[src/source/mem_pkg.sv]
// ######################################
// Memory types
// ROM port addresses and data, download
// byte addresses and the ROM layout
// ######################################

package mem_pkg;

    // Word address on the ROM port
    typedef logic [15:0] rom_addr_t;

    // ROM data word
    typedef logic [15:0] rom_data_t;

    // Byte address from the loader
    typedef logic [16:0] dl_addr_t;

    // Graphics area start, tile map sits at word 0
    localparam rom_addr_t gfx_base = 16'h0100;

endpackage

[src/source/video_pkg.sv]
// ######################################
// Video types
// Raster counters, tile codes and pixel
// values shared by the timing generator
// and the character layer
// ######################################

package video_pkg;

    // Horizontal dot counter
    typedef logic [8:0] hcnt_t;

    // Line counter
    typedef logic [8:0] vcnt_t;

    // Tile number read from the map
    typedef logic [7:0] tile_code_t;

    // Colour index of one pixel
    typedef logic [1:0] pxl_t;

    // One tile line of eight 2-bit pixels
    // Leftmost pixel sits in bits 15:14
    typedef logic [15:0] gfx_row_t;

endpackage
[src/source/game_top.sv]
// ######################################
// Game top level
// Clock enables, raster timing, one
// character layer and the ROM download
// on a shared memory port
// ######################################

`timescale 1ns/1ps

module game_top #(
    parameter int h_active = 48,
    parameter int h_total  = 64,
    parameter int v_active = 32,
    parameter int v_total  = 40
) (
    input  logic               clk,
    input  logic               rst_n,
    output logic               pxl2_cen,
    output logic               pxl_cen,
    output logic               hs,
    output logic               vs,
    output logic               lhbl_dly,
    output logic               lvbl_dly,
    output video_pkg::pxl_t    pxl,
    input  logic               char_en,
    // ROM download
    input  logic               downloading,
    output logic               dwnld_busy,
    input  logic               ioctl_wr,
    input  mem_pkg::dl_addr_t  ioctl_addr,
    input  logic [7:0]         ioctl_data,
    // External memory
    output mem_pkg::rom_addr_t mem_addr,
    output mem_pkg::rom_data_t mem_din,
    output logic               mem_rd,
    output logic               mem_wr,
    input  logic               mem_ack,
    input  logic               mem_dok,
    input  mem_pkg::rom_data_t data_read
);

// Video signals
video_pkg::hcnt_t   hdump;
video_pkg::vcnt_t   vdump;
logic               lhbl, lvbl, tile_strobe;

// Character fetch
logic               chr_rd, chr_ok;
mem_pkg::rom_addr_t chr_addr;
mem_pkg::rom_data_t chr_data;

// Loader writes
logic               ld_wr, ld_ack;
mem_pkg::rom_addr_t ld_addr;
mem_pkg::rom_data_t ld_din;

clock_enables u_cen (
    .clk        ( clk       ),
    .rst_n      ( rst_n     ),
    .pxl2_cen   ( pxl2_cen  ),
    .pxl_cen    ( pxl_cen   )
);

video_timing #(
    .h_active   ( h_active  ),
    .h_total    ( h_total   ),
    .v_active   ( v_active  ),
    .v_total    ( v_total   )
) u_timing (
    .clk        ( clk         ),
    .rst_n      ( rst_n       ),
    .pxl_cen    ( pxl_cen     ),
    .hdump      ( hdump       ),
    .vdump      ( vdump       ),
    .lhbl       ( lhbl        ),
    .lvbl       ( lvbl        ),
    .hs         ( hs          ),
    .vs         ( vs          ),
    .tile_strobe( tile_strobe )
);

char_layer #(
    .h_active   ( h_active  )
) u_char (
    .clk        ( clk         ),
    .rst_n      ( rst_n       ),
    .pxl_cen    ( pxl_cen     ),
    .tile_strobe( tile_strobe ),
    .lhbl       ( lhbl        ),
    .lvbl       ( lvbl        ),
    .hdump      ( hdump       ),
    .vdump      ( vdump       ),
    .char_en    ( char_en     ),
    .chr_rd     ( chr_rd      ),
    .chr_addr   ( chr_addr    ),
    .chr_data   ( chr_data    ),
    .chr_ok     ( chr_ok      ),
    .pxl        ( pxl         ),
    .lhbl_dly   ( lhbl_dly    ),
    .lvbl_dly   ( lvbl_dly    )
);

rom_loader u_loader (
    .clk        ( clk         ),
    .rst_n      ( rst_n       ),
    .downloading( downloading ),
    .ioctl_wr   ( ioctl_wr    ),
    .ioctl_addr ( ioctl_addr  ),
    .ioctl_data ( ioctl_data  ),
    .ld_wr      ( ld_wr       ),
    .ld_addr    ( ld_addr     ),
    .ld_din     ( ld_din      ),
    .ld_ack     ( ld_ack      ),
    .dwnld_busy ( dwnld_busy  )
);

rom_arbiter u_arbiter (
    .clk        ( clk         ),
    .rst_n      ( rst_n       ),
    .dwnld_busy ( dwnld_busy  ),
    .ld_wr      ( ld_wr       ),
    .ld_addr    ( ld_addr     ),
    .ld_din     ( ld_din      ),
    .ld_ack     ( ld_ack      ),
    .chr_rd     ( chr_rd      ),
    .chr_addr   ( chr_addr    ),
    .chr_data   ( chr_data    ),
    .chr_ok     ( chr_ok      ),
    .mem_addr   ( mem_addr    ),
    .mem_din    ( mem_din     ),
    .mem_rd     ( mem_rd      ),
    .mem_wr     ( mem_wr      ),
    .mem_ack    ( mem_ack     ),
    .mem_dok    ( mem_dok     ),
    .data_read  ( data_read   )
);

endmodule

[src/source/rom_arbiter.sv]
// ######################################
// ROM port arbiter
// Shares the external memory port
// between the loader and the character
// layer
// ######################################

`timescale 1ns/1ps

module rom_arbiter (
    input  logic               clk,
    input  logic               rst_n,
    input  logic               dwnld_busy,
    input  logic               ld_wr,
    input  mem_pkg::rom_addr_t ld_addr,
    input  mem_pkg::rom_data_t ld_din,
    output logic               ld_ack,
    input  logic               chr_rd,
    input  mem_pkg::rom_addr_t chr_addr,
    output mem_pkg::rom_data_t chr_data,
    output logic               chr_ok,
    output mem_pkg::rom_addr_t mem_addr,
    output mem_pkg::rom_data_t mem_din,
    output logic               mem_rd,
    output logic               mem_wr,
    input  logic               mem_ack,
    input  logic               mem_dok,
    input  mem_pkg::rom_data_t data_read
);

typedef enum logic [1:0] {idle, wr_busy, rd_busy} arb_state_t;

arb_state_t state;
logic       grant_wr;
logic       grant_rd;

// Requests still high during their own ack are not granted again
assign grant_wr = state == idle && ld_wr && !ld_ack;
assign grant_rd = state == idle && !grant_wr && !dwnld_busy && chr_rd && !chr_ok;

always_ff @(posedge clk) begin
    if (!rst_n) begin
        state  <= idle;
        mem_rd <= 1'b0;
        mem_wr <= 1'b0;
        ld_ack <= 1'b0;
        chr_ok <= 1'b0;
    end else begin
        ld_ack <= 1'b0;
        chr_ok <= 1'b0;
        case (state)
            idle: begin
                if (grant_wr) begin
                    mem_wr <= 1'b1;
                    state  <= wr_busy;
                end else if (grant_rd) begin
                    mem_rd <= 1'b1;
                    state  <= rd_busy;
                end
            end
            wr_busy: begin
                if (mem_ack) begin
                    mem_wr <= 1'b0;
                    ld_ack <= 1'b1;
                    state  <= idle;
                end
            end
            rd_busy: begin
                // Data may trail the ack
                if (mem_ack || mem_dok) begin
                    mem_rd <= 1'b0;
                end
                if (mem_dok) begin
                    chr_ok <= 1'b1;
                    state  <= idle;
                end
            end
            default: state <= idle;
        endcase
    end
end

always_ff @(posedge clk) begin
    if (grant_wr) begin
        mem_addr <= ld_addr;
        mem_din  <= ld_din;
    end else if (grant_rd) begin
        mem_addr <= chr_addr;
    end
    if (state == rd_busy && mem_dok) begin
        chr_data <= data_read;
    end
end

endmodule

[src/source/rom_loader.sv]
// ######################################
// ROM download
// Packs loader bytes into 16-bit words
// and writes them to the ROM port
// ######################################

`timescale 1ns/1ps

module rom_loader (
    input  logic               clk,
    input  logic               rst_n,
    input  logic               downloading,
    input  logic               ioctl_wr,
    input  mem_pkg::dl_addr_t  ioctl_addr,
    input  logic [7:0]         ioctl_data,
    output logic               ld_wr,
    output mem_pkg::rom_addr_t ld_addr,
    output mem_pkg::rom_data_t ld_din,
    input  logic               ld_ack,
    output logic               dwnld_busy
);

logic [7:0] low_byte;
logic       byte_in;

assign byte_in = downloading && ioctl_wr;

// Write request stays up until the arbiter takes it
always_ff @(posedge clk) begin
    if (!rst_n) begin
        ld_wr <= 1'b0;
    end else if (byte_in && ioctl_addr[0]) begin
        ld_wr <= 1'b1;
    end else if (ld_ack) begin
        ld_wr <= 1'b0;
    end
end

always_ff @(posedge clk) begin
    if (byte_in) begin
        if (!ioctl_addr[0]) begin
            low_byte <= ioctl_data;
        end else begin
            // Odd byte goes on top
            ld_din  <= {ioctl_data, low_byte};
            ld_addr <= ioctl_addr[16:1];
        end
    end
end

assign dwnld_busy = downloading | ld_wr;

endmodule

[src/source/char_layer.sv]
// ######################################
// Character layer
// Fetches map and graphics of each 8x8
// tile and shifts out its pixels one
// tile later
// ######################################

`timescale 1ns/1ps

module char_layer #(
    parameter int h_active = 48
) (
    input  logic               clk,
    input  logic               rst_n,
    input  logic               pxl_cen,
    input  logic               tile_strobe,
    input  logic               lhbl,
    input  logic               lvbl,
    input  video_pkg::hcnt_t   hdump,
    input  video_pkg::vcnt_t   vdump,
    input  logic               char_en,
    output logic               chr_rd,
    output mem_pkg::rom_addr_t chr_addr,
    input  mem_pkg::rom_data_t chr_data,
    input  logic               chr_ok,
    output video_pkg::pxl_t    pxl,
    output logic               lhbl_dly,
    output logic               lvbl_dly
);

// Map width in tiles
localparam int cols = h_active / 8;

typedef enum logic [1:0] {idle, map_rd, gfx_rd} fetch_state_t;

fetch_state_t          state;
logic                  stale;
logic                  drop;
logic                  row_ok;
logic [2:0]            vrow_l;
logic [5:0]            fetch_col;
logic [7:0]            hb_dly;
logic [7:0]            vb_dly;
video_pkg::tile_code_t tile_code;
video_pkg::gfx_row_t   row_buf;
video_pkg::gfx_row_t   shift;
mem_pkg::rom_addr_t    map_addr;
mem_pkg::rom_addr_t    gfx_addr;

assign fetch_col = hdump[8:3];
assign tile_code = chr_data[7:0];

assign map_addr = mem_pkg::rom_addr_t'(vdump[8:3]) * mem_pkg::rom_addr_t'(cols)
                + mem_pkg::rom_addr_t'(fetch_col);
assign gfx_addr = mem_pkg::gfx_base + {5'd0, tile_code, 3'd0} + {13'd0, vrow_l};

// A strobe during a fetch spoils its result
assign drop = stale | tile_strobe;

always_ff @(posedge clk) begin
    if (!rst_n) begin
        state  <= idle;
        chr_rd <= 1'b0;
        stale  <= 1'b0;
        row_ok <= 1'b0;
    end else begin
        if (tile_strobe && state != idle) begin
            stale <= 1'b1;
        end else if (state == idle) begin
            stale <= 1'b0;
        end
        // Row is consumed by the shifter
        if (tile_strobe) begin
            row_ok <= 1'b0;
        end
        case (state)
            idle: begin
                if (tile_strobe && fetch_col < 6'(cols)) begin
                    chr_rd <= 1'b1;
                    state  <= map_rd;
                end
            end
            map_rd: begin
                if (chr_ok) begin
                    if (drop) begin
                        chr_rd <= 1'b0;
                        state  <= idle;
                    end else begin
                        state <= gfx_rd;
                    end
                end
            end
            gfx_rd: begin
                if (chr_ok) begin
                    chr_rd <= 1'b0;
                    state  <= idle;
                    if (!drop) begin
                        row_ok <= 1'b1;
                    end
                end
            end
            default: state <= idle;
        endcase
    end
end

// Request address and fetched row
always_ff @(posedge clk) begin
    if (state == idle && tile_strobe) begin
        chr_addr <= map_addr;
        vrow_l   <= vdump[2:0];
    end
    if (state == map_rd && chr_ok) begin
        chr_addr <= gfx_addr;
    end
    if (state == gfx_rd && chr_ok) begin
        row_buf <= chr_data;
    end
end

// Pixel shifter and blanking delay
always_ff @(posedge clk) begin
    if (!rst_n) begin
        shift  <= '0;
        hb_dly <= '0;
        vb_dly <= '0;
    end else if (pxl_cen) begin
        hb_dly <= {hb_dly[6:0], lhbl};
        vb_dly <= {vb_dly[6:0], lvbl};
        if (tile_strobe) begin
            // Late or missing fetch draws a blank tile
            shift <= row_ok ? row_buf : '0;
        end else begin
            shift <= {shift[13:0], 2'b00};
        end
    end
end

assign lhbl_dly = hb_dly[7];
assign lvbl_dly = vb_dly[7];
assign pxl      = (lhbl_dly && lvbl_dly && char_en) ? shift[15:14] : 2'd0;

endmodule

[src/source/video_timing.sv]
// ######################################
// Raster timing
// Dot and line counters, sync, blanking
// and the per-tile fetch strobe
// ######################################

`timescale 1ns/1ps

module video_timing #(
    parameter int h_active = 48,
    parameter int h_total  = 64,
    parameter int v_active = 32,
    parameter int v_total  = 40
) (
    input  logic              clk,
    input  logic              rst_n,
    input  logic              pxl_cen,
    output video_pkg::hcnt_t  hdump,
    output video_pkg::vcnt_t  vdump,
    output logic              lhbl,
    output logic              lvbl,
    output logic              hs,
    output logic              vs,
    output logic              tile_strobe
);

localparam video_pkg::hcnt_t h_last   = video_pkg::hcnt_t'(h_total - 1);
localparam video_pkg::vcnt_t v_last   = video_pkg::vcnt_t'(v_total - 1);
localparam video_pkg::hcnt_t hs_start = video_pkg::hcnt_t'(h_active);
localparam video_pkg::hcnt_t hs_end   = video_pkg::hcnt_t'(h_active + 8);
localparam video_pkg::vcnt_t vs_start = video_pkg::vcnt_t'(v_active);
localparam video_pkg::vcnt_t vs_end   = video_pkg::vcnt_t'(v_active + 2);

// Counters
always_ff @(posedge clk) begin
    if (!rst_n) begin
        hdump <= '0;
        vdump <= '0;
    end else if (pxl_cen) begin
        if (hdump == h_last) begin
            hdump <= '0;
            if (vdump == v_last) begin
                vdump <= '0;
            end else begin
                vdump <= vdump + 1'b1;
            end
        end else begin
            hdump <= hdump + 1'b1;
        end
    end
end

// Sync and blanking, one dot behind the counters
always_ff @(posedge clk) begin
    if (!rst_n) begin
        lhbl <= 1'b0;
        lvbl <= 1'b0;
        hs   <= 1'b0;
        vs   <= 1'b0;
    end else if (pxl_cen) begin
        lhbl <= hdump < hs_start;
        lvbl <= vdump < vs_start;
        // 8 dots right after the active area
        hs   <= hdump >= hs_start && hdump < hs_end;
        // 2 lines right after the active area
        vs   <= vdump >= vs_start && vdump < vs_end;
    end
end

// Tile boundary, the last tile of the line included
assign tile_strobe = pxl_cen && hdump[2:0] == 3'd0;

endmodule

[src/source/clock_enables.sv]
// ######################################
// Pixel clock enables
// Divides clk into a half rate and a
// quarter rate strobe
// ######################################

`timescale 1ns/1ps

module clock_enables (
    input  logic clk,
    input  logic rst_n,
    output logic pxl2_cen,
    output logic pxl_cen
);

logic [1:0] phase;

always_ff @(posedge clk) begin
    if (!rst_n) begin
        phase    <= 2'd0;
        pxl2_cen <= 1'b0;
        pxl_cen  <= 1'b0;
    end else begin
        phase    <= phase + 2'd1;
        // Every odd phase gives the 2x strobe
        pxl2_cen <= phase[0];
        // Last phase only, so it lands on every other pxl2_cen
        pxl_cen  <= phase == 2'd3;
    end
end

endmodule

[config.mk]
export PLATFORM = sky130hd
export DESIGN_NAME = game_top
export DESIGN_NICKNAME = d
export VERILOG_FILES = /design/src/source/mem_pkg.sv /design/src/source/video_pkg.sv /design/src/source/game_top.sv /design/src/source/rom_arbiter.sv /design/src/source/rom_loader.sv /design/src/source/char_layer.sv /design/src/source/video_timing.sv /design/src/source/clock_enables.sv
export SDC_FILE = /design/constraint.sdc
export NUM_CORES = 1
export LEC_CHECK = 0
export BUFFER_PORTS_ARGS = -buffer_cell sky130_fd_sc_hd__buf_2
export CAP_MARGIN = 20
export CORE_MARGIN = 2
export CORE_UTILIZATION = 53
export CTS_CLUSTER_SIZE = 16
export DETAILED_ROUTE_END_ITERATION = 12
export PLACE_DENSITY_LB_ADDON = 0.25
export SLEW_MARGIN = 20
export SYNTH_ARGS = -nofsm -noshare
export SYNTH_HDL_FRONTEND = slang
export SYNTH_HIERARCHICAL = 1
export SYNTH_SLANG_ARGS = --single-unit
export TNS_END_PERCENT = 5
[constraint.sdc]
create_clock -name clk -period 3.6 [get_ports clk]
set_clock_uncertainty 0.15 [all_clocks]
set_input_delay 0.54 -clock clk [delete_from_list [all_inputs] [get_ports clk]]
set_output_delay 0.54 -clock clk [all_outputs]
set_load 0.02 [all_outputs]
==> metrics.txt, run 1 <==
Ant. Diodes 0; Hold Fails Final Rpt 0; hold depth 1; EDFF count, synth 119; 1st-iter DRT viols 350; die area 15200 µm²; Clk pwr share 43.7%; FF/Latch Area 4980 µm²; Final nets 736; Hold Path Class primary input to flip-flop; cell taking the most area after synthesis edfxtp_1; # hold bufs at CTS 0; end of the worst register-to-register path u_char/chr_addr[8]$_DFFE_PP_; CTS H-Tree Depth 4; max_slew headroom 45.5%; PwrDens 514 nW/µm²; synthesized area per cell 13.3 µm²; hold path startpoint ioctl_addr[11]; Remaining Overflow, GRT 0; clock root buffer clkbuf_16; Reg2Reg Setup Slack 740 ps; Placer Congestion 0.859; area occupied by multi-input gates 2390 µm²; Worst EP required 3710 ps; R2R depth 9; drt total wl 13600 µm; worst slew pin tran 817 ps; CP Launch Point u_timing/vdump[4]$_SDFFE_PN0P_; synthesized cell area 7530 µm²; P_int 3.60 mW; setup_tns 0 ps; Min-Delay Endpoint u_loader/ld_addr[10]$_DFFE_PP_; Die Ht 123 µm; Tcrit/Tclk final 79.5%; CTS tree yes; Clock transition at path regs 70 ps; Initial Util 54.3%; worst vdd ir 651 µV; DR pass1 iterations 5; Num CTS Buffers 17; crit path max fanout 8; Worst Path Arrival 2970 ps; Synth Register Bits 189; RSZ-0062 raised after global routing false; global-route wire length before repair 21100 µm; IO Count 91; largest cells by area after synthesis edfxtp_1, dfxtp_1, ha_1, nor2_1, mux2i_1; largest net degree at the start of global routing 61; Clock Tree Buf Depth 2; Synth warnings 6; combinational power share 3.9%; max-slew violations 0; Startpoint Class flip-flop; CTS resizes 0; area share of the leading cell type in the synthesized netlist 47.4%; Gate Count Post-Synth 568; # DRC 0; vias in the first global route 4333; switching portion of total power 20.2%; Pleak 3.23 nW; Max Cap Violations 0; Sink Count 189; layout cell share with drive strength beyond 1 23.8%; Final ANT Viol Nets 0; core area 13900 µm²; # fillers 1039; Setup CP Type flip-flop to flip-flop; Reg-to-Reg Start u_timing/vdump[4]$_SDFFE_PN0P_; part of the power in registers 52.5%; Rows 43; outcome finished, final reports clean; CP Capture Type flip-flop; ys flop type edfxtp_1; routed length per instance 15.8 µm; clock latency on the worst-skew pair 430 ps; post-synth cell types 62; vias per std cell 5.32; antenna violations before repair 0; final setup violation count 0; FFs w/ async S/R, synth 0%; area delta synth->final 16.7%; Final min period 2860 ps; DR vias 4563; Final Core Density 63.3%; Detail Placement HPWL 9250 µm; Setup Buffers After CTS 0; Die X 123 µm; Max Clock Freq 349 MHz; GRT Overall Usage 18.7%; Port Buf Inserts 90; post-synthesis sequential area ratio 66.0%; Sw Pwr 0.912 mW
## synthesized netlist by cell type (3+ instances only)
cell type / number
ha_1: 22
or3_1: 4
nand4_1: 3
nor2_1: 66
mux2_4: 7
o21ai_1: 4
and2_1: 9
mux2_2: 9
or4_1: 3
mux2i_1: 21
and4_1: 3
edfxtp_1: 119
nor3_1: 5
inv_1: 16
nor2b_1: 16
clkbuf_1: 13
nand2b_1: 5
nand3_1: 10
o22ai_1: 4
a211oi_1: 19
o31ai_1: 3
dfxtp_1: 70
xnor2_1: 11
nand2_1: 23
or3_4: 3
nor4_1: 4
a21oi_1: 35
buf_4: 4
o21ai_0: 7
xor2_1: 5
or2_2: 3
nor3b_1: 3
mux2_1: 3
## flip-flops by register name, indices dropped and copies added (netlist names), 2 cells and up
| register | cells |
|---|---|
| u_char/chr_addr | 12 |
| u_timing/vdump | 9 |
| u_char/row_buf | 16 |
| u_arbiter/chr_data | 16 |
| u_char/shift | 16 |
| u_char/vrow_l | 3 |
| u_char/state | 2 |
| u_char/vb_dly | 8 |
| u_arbiter/state | 2 |
| u_cen/phase | 2 |
| u_arbiter/mem_addr | 16 |
| u_loader/ld_addr | 16 |
| u_timing/hdump | 9 |
| u_loader/ld_din | 16 |
| u_loader/low_byte | 8 |
| u_arbiter/mem_din | 16 |
| u_char/hb_dly | 8 |
## cells by family (layout without fill, tap and decap cells)
| family | count (synthesis) | in the layout | share of synthesized area (%) |
|---|---|---|---|
| adder cells (fa/ha/maj) | 24 | 24 | 4.18 |
| multiplexers | 40 | 40 | 5.98 |
| AND/OR/NAND/NOR | 171 | 171 | 11.8 |
| buffers and inverters | 40 | 146 | 2.62 |
| AO/OA/AOI/OAI | 87 | 87 | 7.44 |
| other | 1 | 4 | 0.0498 |
| flip-flops | 189 | 189 | 66.0 |
| XOR/XNOR | 16 | 16 | 1.86 |
## cells in the final DEF, fill, tap and decap left out, types with 4 or more instances in the layout
master      Yosys  final
a211oi_1       19     19
a21oi_1        35     35
and2_1          9      9
buf_2           1     90
buf_4           4      6
bufinv_16       0      4
clkbuf_16       0     17
clkinvlp_4      0      4
conb_1          1      4
dfxtp_1        70     69
edfxtp_1      119    119
ha_1           22     22
inv_1          16     16
mux2_2          9      9
mux2_4          7      7
mux2i_1        21     21
nand2_1        23     23
nand2b_1        5      5
nand3_1        10     10
nor2_1         66     66
nor2b_1        16     16
nor3_1          5      5
nor4_1          4      4
o21ai_0         7      7
o21ai_1         4      4
o22ai_1         4      4
or3_1           4      4
xnor2_1        11     11
xor2_1          5      5
## critical path, stage by stage, from the launching register on
cell and delay (ps):
dfxtp_1 390, ha_1 260, fa_1 420, xor2_1 180
ha_1 340, o21ai_1 100, o21ai_1 230, a21oi_4 100
o311a_1 290, a211oi_1 230
## how the worst max path moves through the flow
stage | cells after the start | to
finish | 9 | u_char/chr_addr[8]$_DFFE_PP_
global route | 9 | u_char/chr_addr[8]$_DFFE_PP_
CTS | 9 | u_char/chr_addr[8]$_DFFE_PP_
detailed placement | 9 | u_char/chr_addr[8]$_DFFE_PP_
global placement | 9 | u_char/chr_addr[8]$_DFFE_PP_
floorplan | 4 | u_arbiter/mem_addr[0]$_DFFE_PP_
## power by group through the flow
stage               logic (mW)  clock network, mW  registers, mW
floorplan               0.0895                  0           2.43
global placement         0.169                  0           2.41
detailed placement       0.174                  0           2.42
CTS                      0.176               2.01           2.37
global route             0.192               2.10           2.37
finish                   0.176               1.97           2.37
## final cells by class
class	count	share of cell area [%]
inverters	17	0.726
flip-flops and latches	189	56.6
well taps	180	2.56
clock buffers	19	5.04
repair buffers	97	5.76
clock inverters	13	2.16
multi-input cells	342	27.2
## through the flow
step	instance area (µm²)	hold slack [ps]	std cells	power (mW)	worst slack [ps]
2_1_floorplan	7550	250	571	2.52	700
3_3_place_gp	8150	251	824	2.58	867
3_5_place_dp	8150	255	824	2.59	797
4_1_cts	8780	106	856	4.55	739
5_1_grt	8790	102	857	4.66	593
6_report	8790	128	857	4.52	736
## layer usage
layer,global-route usage (%),share of wire [%]
met3,5.21,5.6
met1,23.9,45
met2,29.5,47
met4,8.81,1.8
met5,0,0
No activity file was read; power rests on OpenSTA's default activity.
==> inputs of run 2 (changes only) <==
Settings changed: CORE_UTILIZATION 53 to 52.
Clock period 3.6 ns to 2.3 ns, I/O delays scaled along.
==> metrics.txt, run 2 (synthesis results as in run 1) <==
# fillers 978; vias in the first global route 4789; IO Count 91; CP bufs+invs 1; Max Cap Violations 0; leading cell type in the layout, fill and taps excluded edfxtp_1; Ant. Diodes 0; 1st-iter DRT viols 451; CP cell instances buf_6 > fa_2 > xor2_2 > ha_4 > o21ai_2 > o21ai_2 > a21oi_4 > o311a_1 > a211oi_2; Clock Tree Buf Depth 2; layout cell share with drive strength beyond 1 27.9%; Setup CP Type flip-flop to flip-flop; Port Buf Inserts 90; drt total wl 14700 µm; outcome complete, but fails checks; crit path max fanout 3; area delta synth->final 25.7%; max_slew headroom 52.1%; Max Clock Freq 398 MHz; CTS tree yes; Final nets 804; largest net degree at the start of global routing 50; worst slew pin tran 716 ps; slowest cell on the critical path fa_2; final setup violation count 5; Placer Congestion 0.816; Worst EP required 2420 ps; crit-path max cell delay 410 ps; global-route wire length before repair 23400 µm; core area 14000 µm²; Tcrit/Tclk final 109%; max-slew violations 0; DR pass1 iterations 5; Crit path max-delay family compound AO/OA/AOI/OAI gates; Power, Total 6.76 mW; routed length per instance 15.9 µm; Worst Path Arrival 2630 ps; vias per std cell 5.26; antenna violations before repair 0; GRT Overall Usage 19.1%; Rows 43; Remaining Overflow, GRT 0; Initial Util 53.7%; Startpoint Class flip-flop; PwrDens 714 nW/µm²; Hold Path Class primary input to flip-flop; Num CTS Buffers 17; DR vias 4866; Die Ht 124 µm; pre-CTS setup slack -338 ps; # DRC 0; clock latency on the worst-skew pair 430 ps; worst vdd ir 523 µV; Final ANT Viol Nets 0; CP Capture Type flip-flop; die area 15500 µm²; fin worst setup slack -213 ps; Detail Placement HPWL 9660 µm; Sink Count 189; Pleak 3.54 nW; Final min period 2510 ps; failing checks negative setup slack; Hold Fails Final Rpt 0; RSZ-0062 raised after global routing true; Clock transition at path regs 70 ps; Die X 124 µm; CTS H-Tree Depth 4; most frequent cells in the layout edfxtp_1, buf_2, nor2_1, dfxtp_1, dlygate4sd3_1; clock root buffer clkbuf_16; cell repeated most along the worst path o21ai_2
==> run 2: metrics by stage <==
stage / cells / TNS [ps] / utilization [%] / hold slack (ps) / cell area [µm²]
finish: 925 / -752 / 67.4 / 69.0 / 9470
global route: 925 / -1290 / 67.4 / 81.8 / 9470
CTS: 924 / -710 / 67.0 / 55.4 / 9410
detailed placement: 851 / -1110 / 59.6 / 255 / 8360
global placement: 851 / -800 / 59.6 / 251 / 8360
floorplan: 571 / -6560 / - / 250 / 7550
==> run 2: routing by layer <==
metal	vias to the layer above	wire, µm	GRT usage, %
met2	153	7000	30.4
met3	26	759	5.58
met1	2305	6630	24.8
met5	-	0	0
met4	0	314	7.67
li1	2382	-	-
==> run 2: path summary, 6_finish.rpt <==
kind	from	endpoint	slack, ps	depth (start not counted)
min reg2reg	u_loader/ld_din[14]$_DFFE_PP_	u_arbiter/mem_din[14]$_DFFE_PP_	270	0
max reg2reg	u_timing/vdump[4]$_SDFFE_PN0P_	u_char/chr_addr[8]$_DFFE_PP_	-210	9
min	mem_ack	u_arbiter/ld_ack$_SDFF_PN0_	70	3
max	u_timing/vdump[4]$_SDFFE_PN0P_	u_char/chr_addr[8]$_DFFE_PP_	-210	9
==> run 2: area by class of cell <==
cell class              instances  area (µm²)  share of cell area [%]
well taps                     180         225                    2.38
clock inverters                15         128                    1.35
repair buffers                165        1140                    12.1
clock buffers                  17         425                    4.49
inverters                      17        63.8                   0.674
flip-flops and latches        189        4980                    52.6
multi-input cells             342        2500                    26.4
==> run 2: worst register-to-register path, delay by kind of cell (launching register included) <==
| family | cells | cell delay (ps) |
|---|---|---|
| compound gates | 5 | 830 |
| fa+ha+maj | 2 | 710 |
| flops | 1 | 360 |
| xor+xnor | 1 | 170 |
| buf+inv | 1 | 130 |
==> run 2: power by group <==
| part | switching (mW) | internal, mW |
|---|---|---|
| Clock | 1.31 | 1.41 |
| Combinational | 0.174 | 0.157 |
| Sequential | 0.0300 | 3.68 |
==> run 2: timing repair <==
action,CTS,global route
endpoints found under the setup margin,6,19
gates cloned,0,0
gates resized for setup,18,11
hold buffers,40,0
hold endpoints to repair,48,0
pin swaps,11,10
setup buffers,1,1
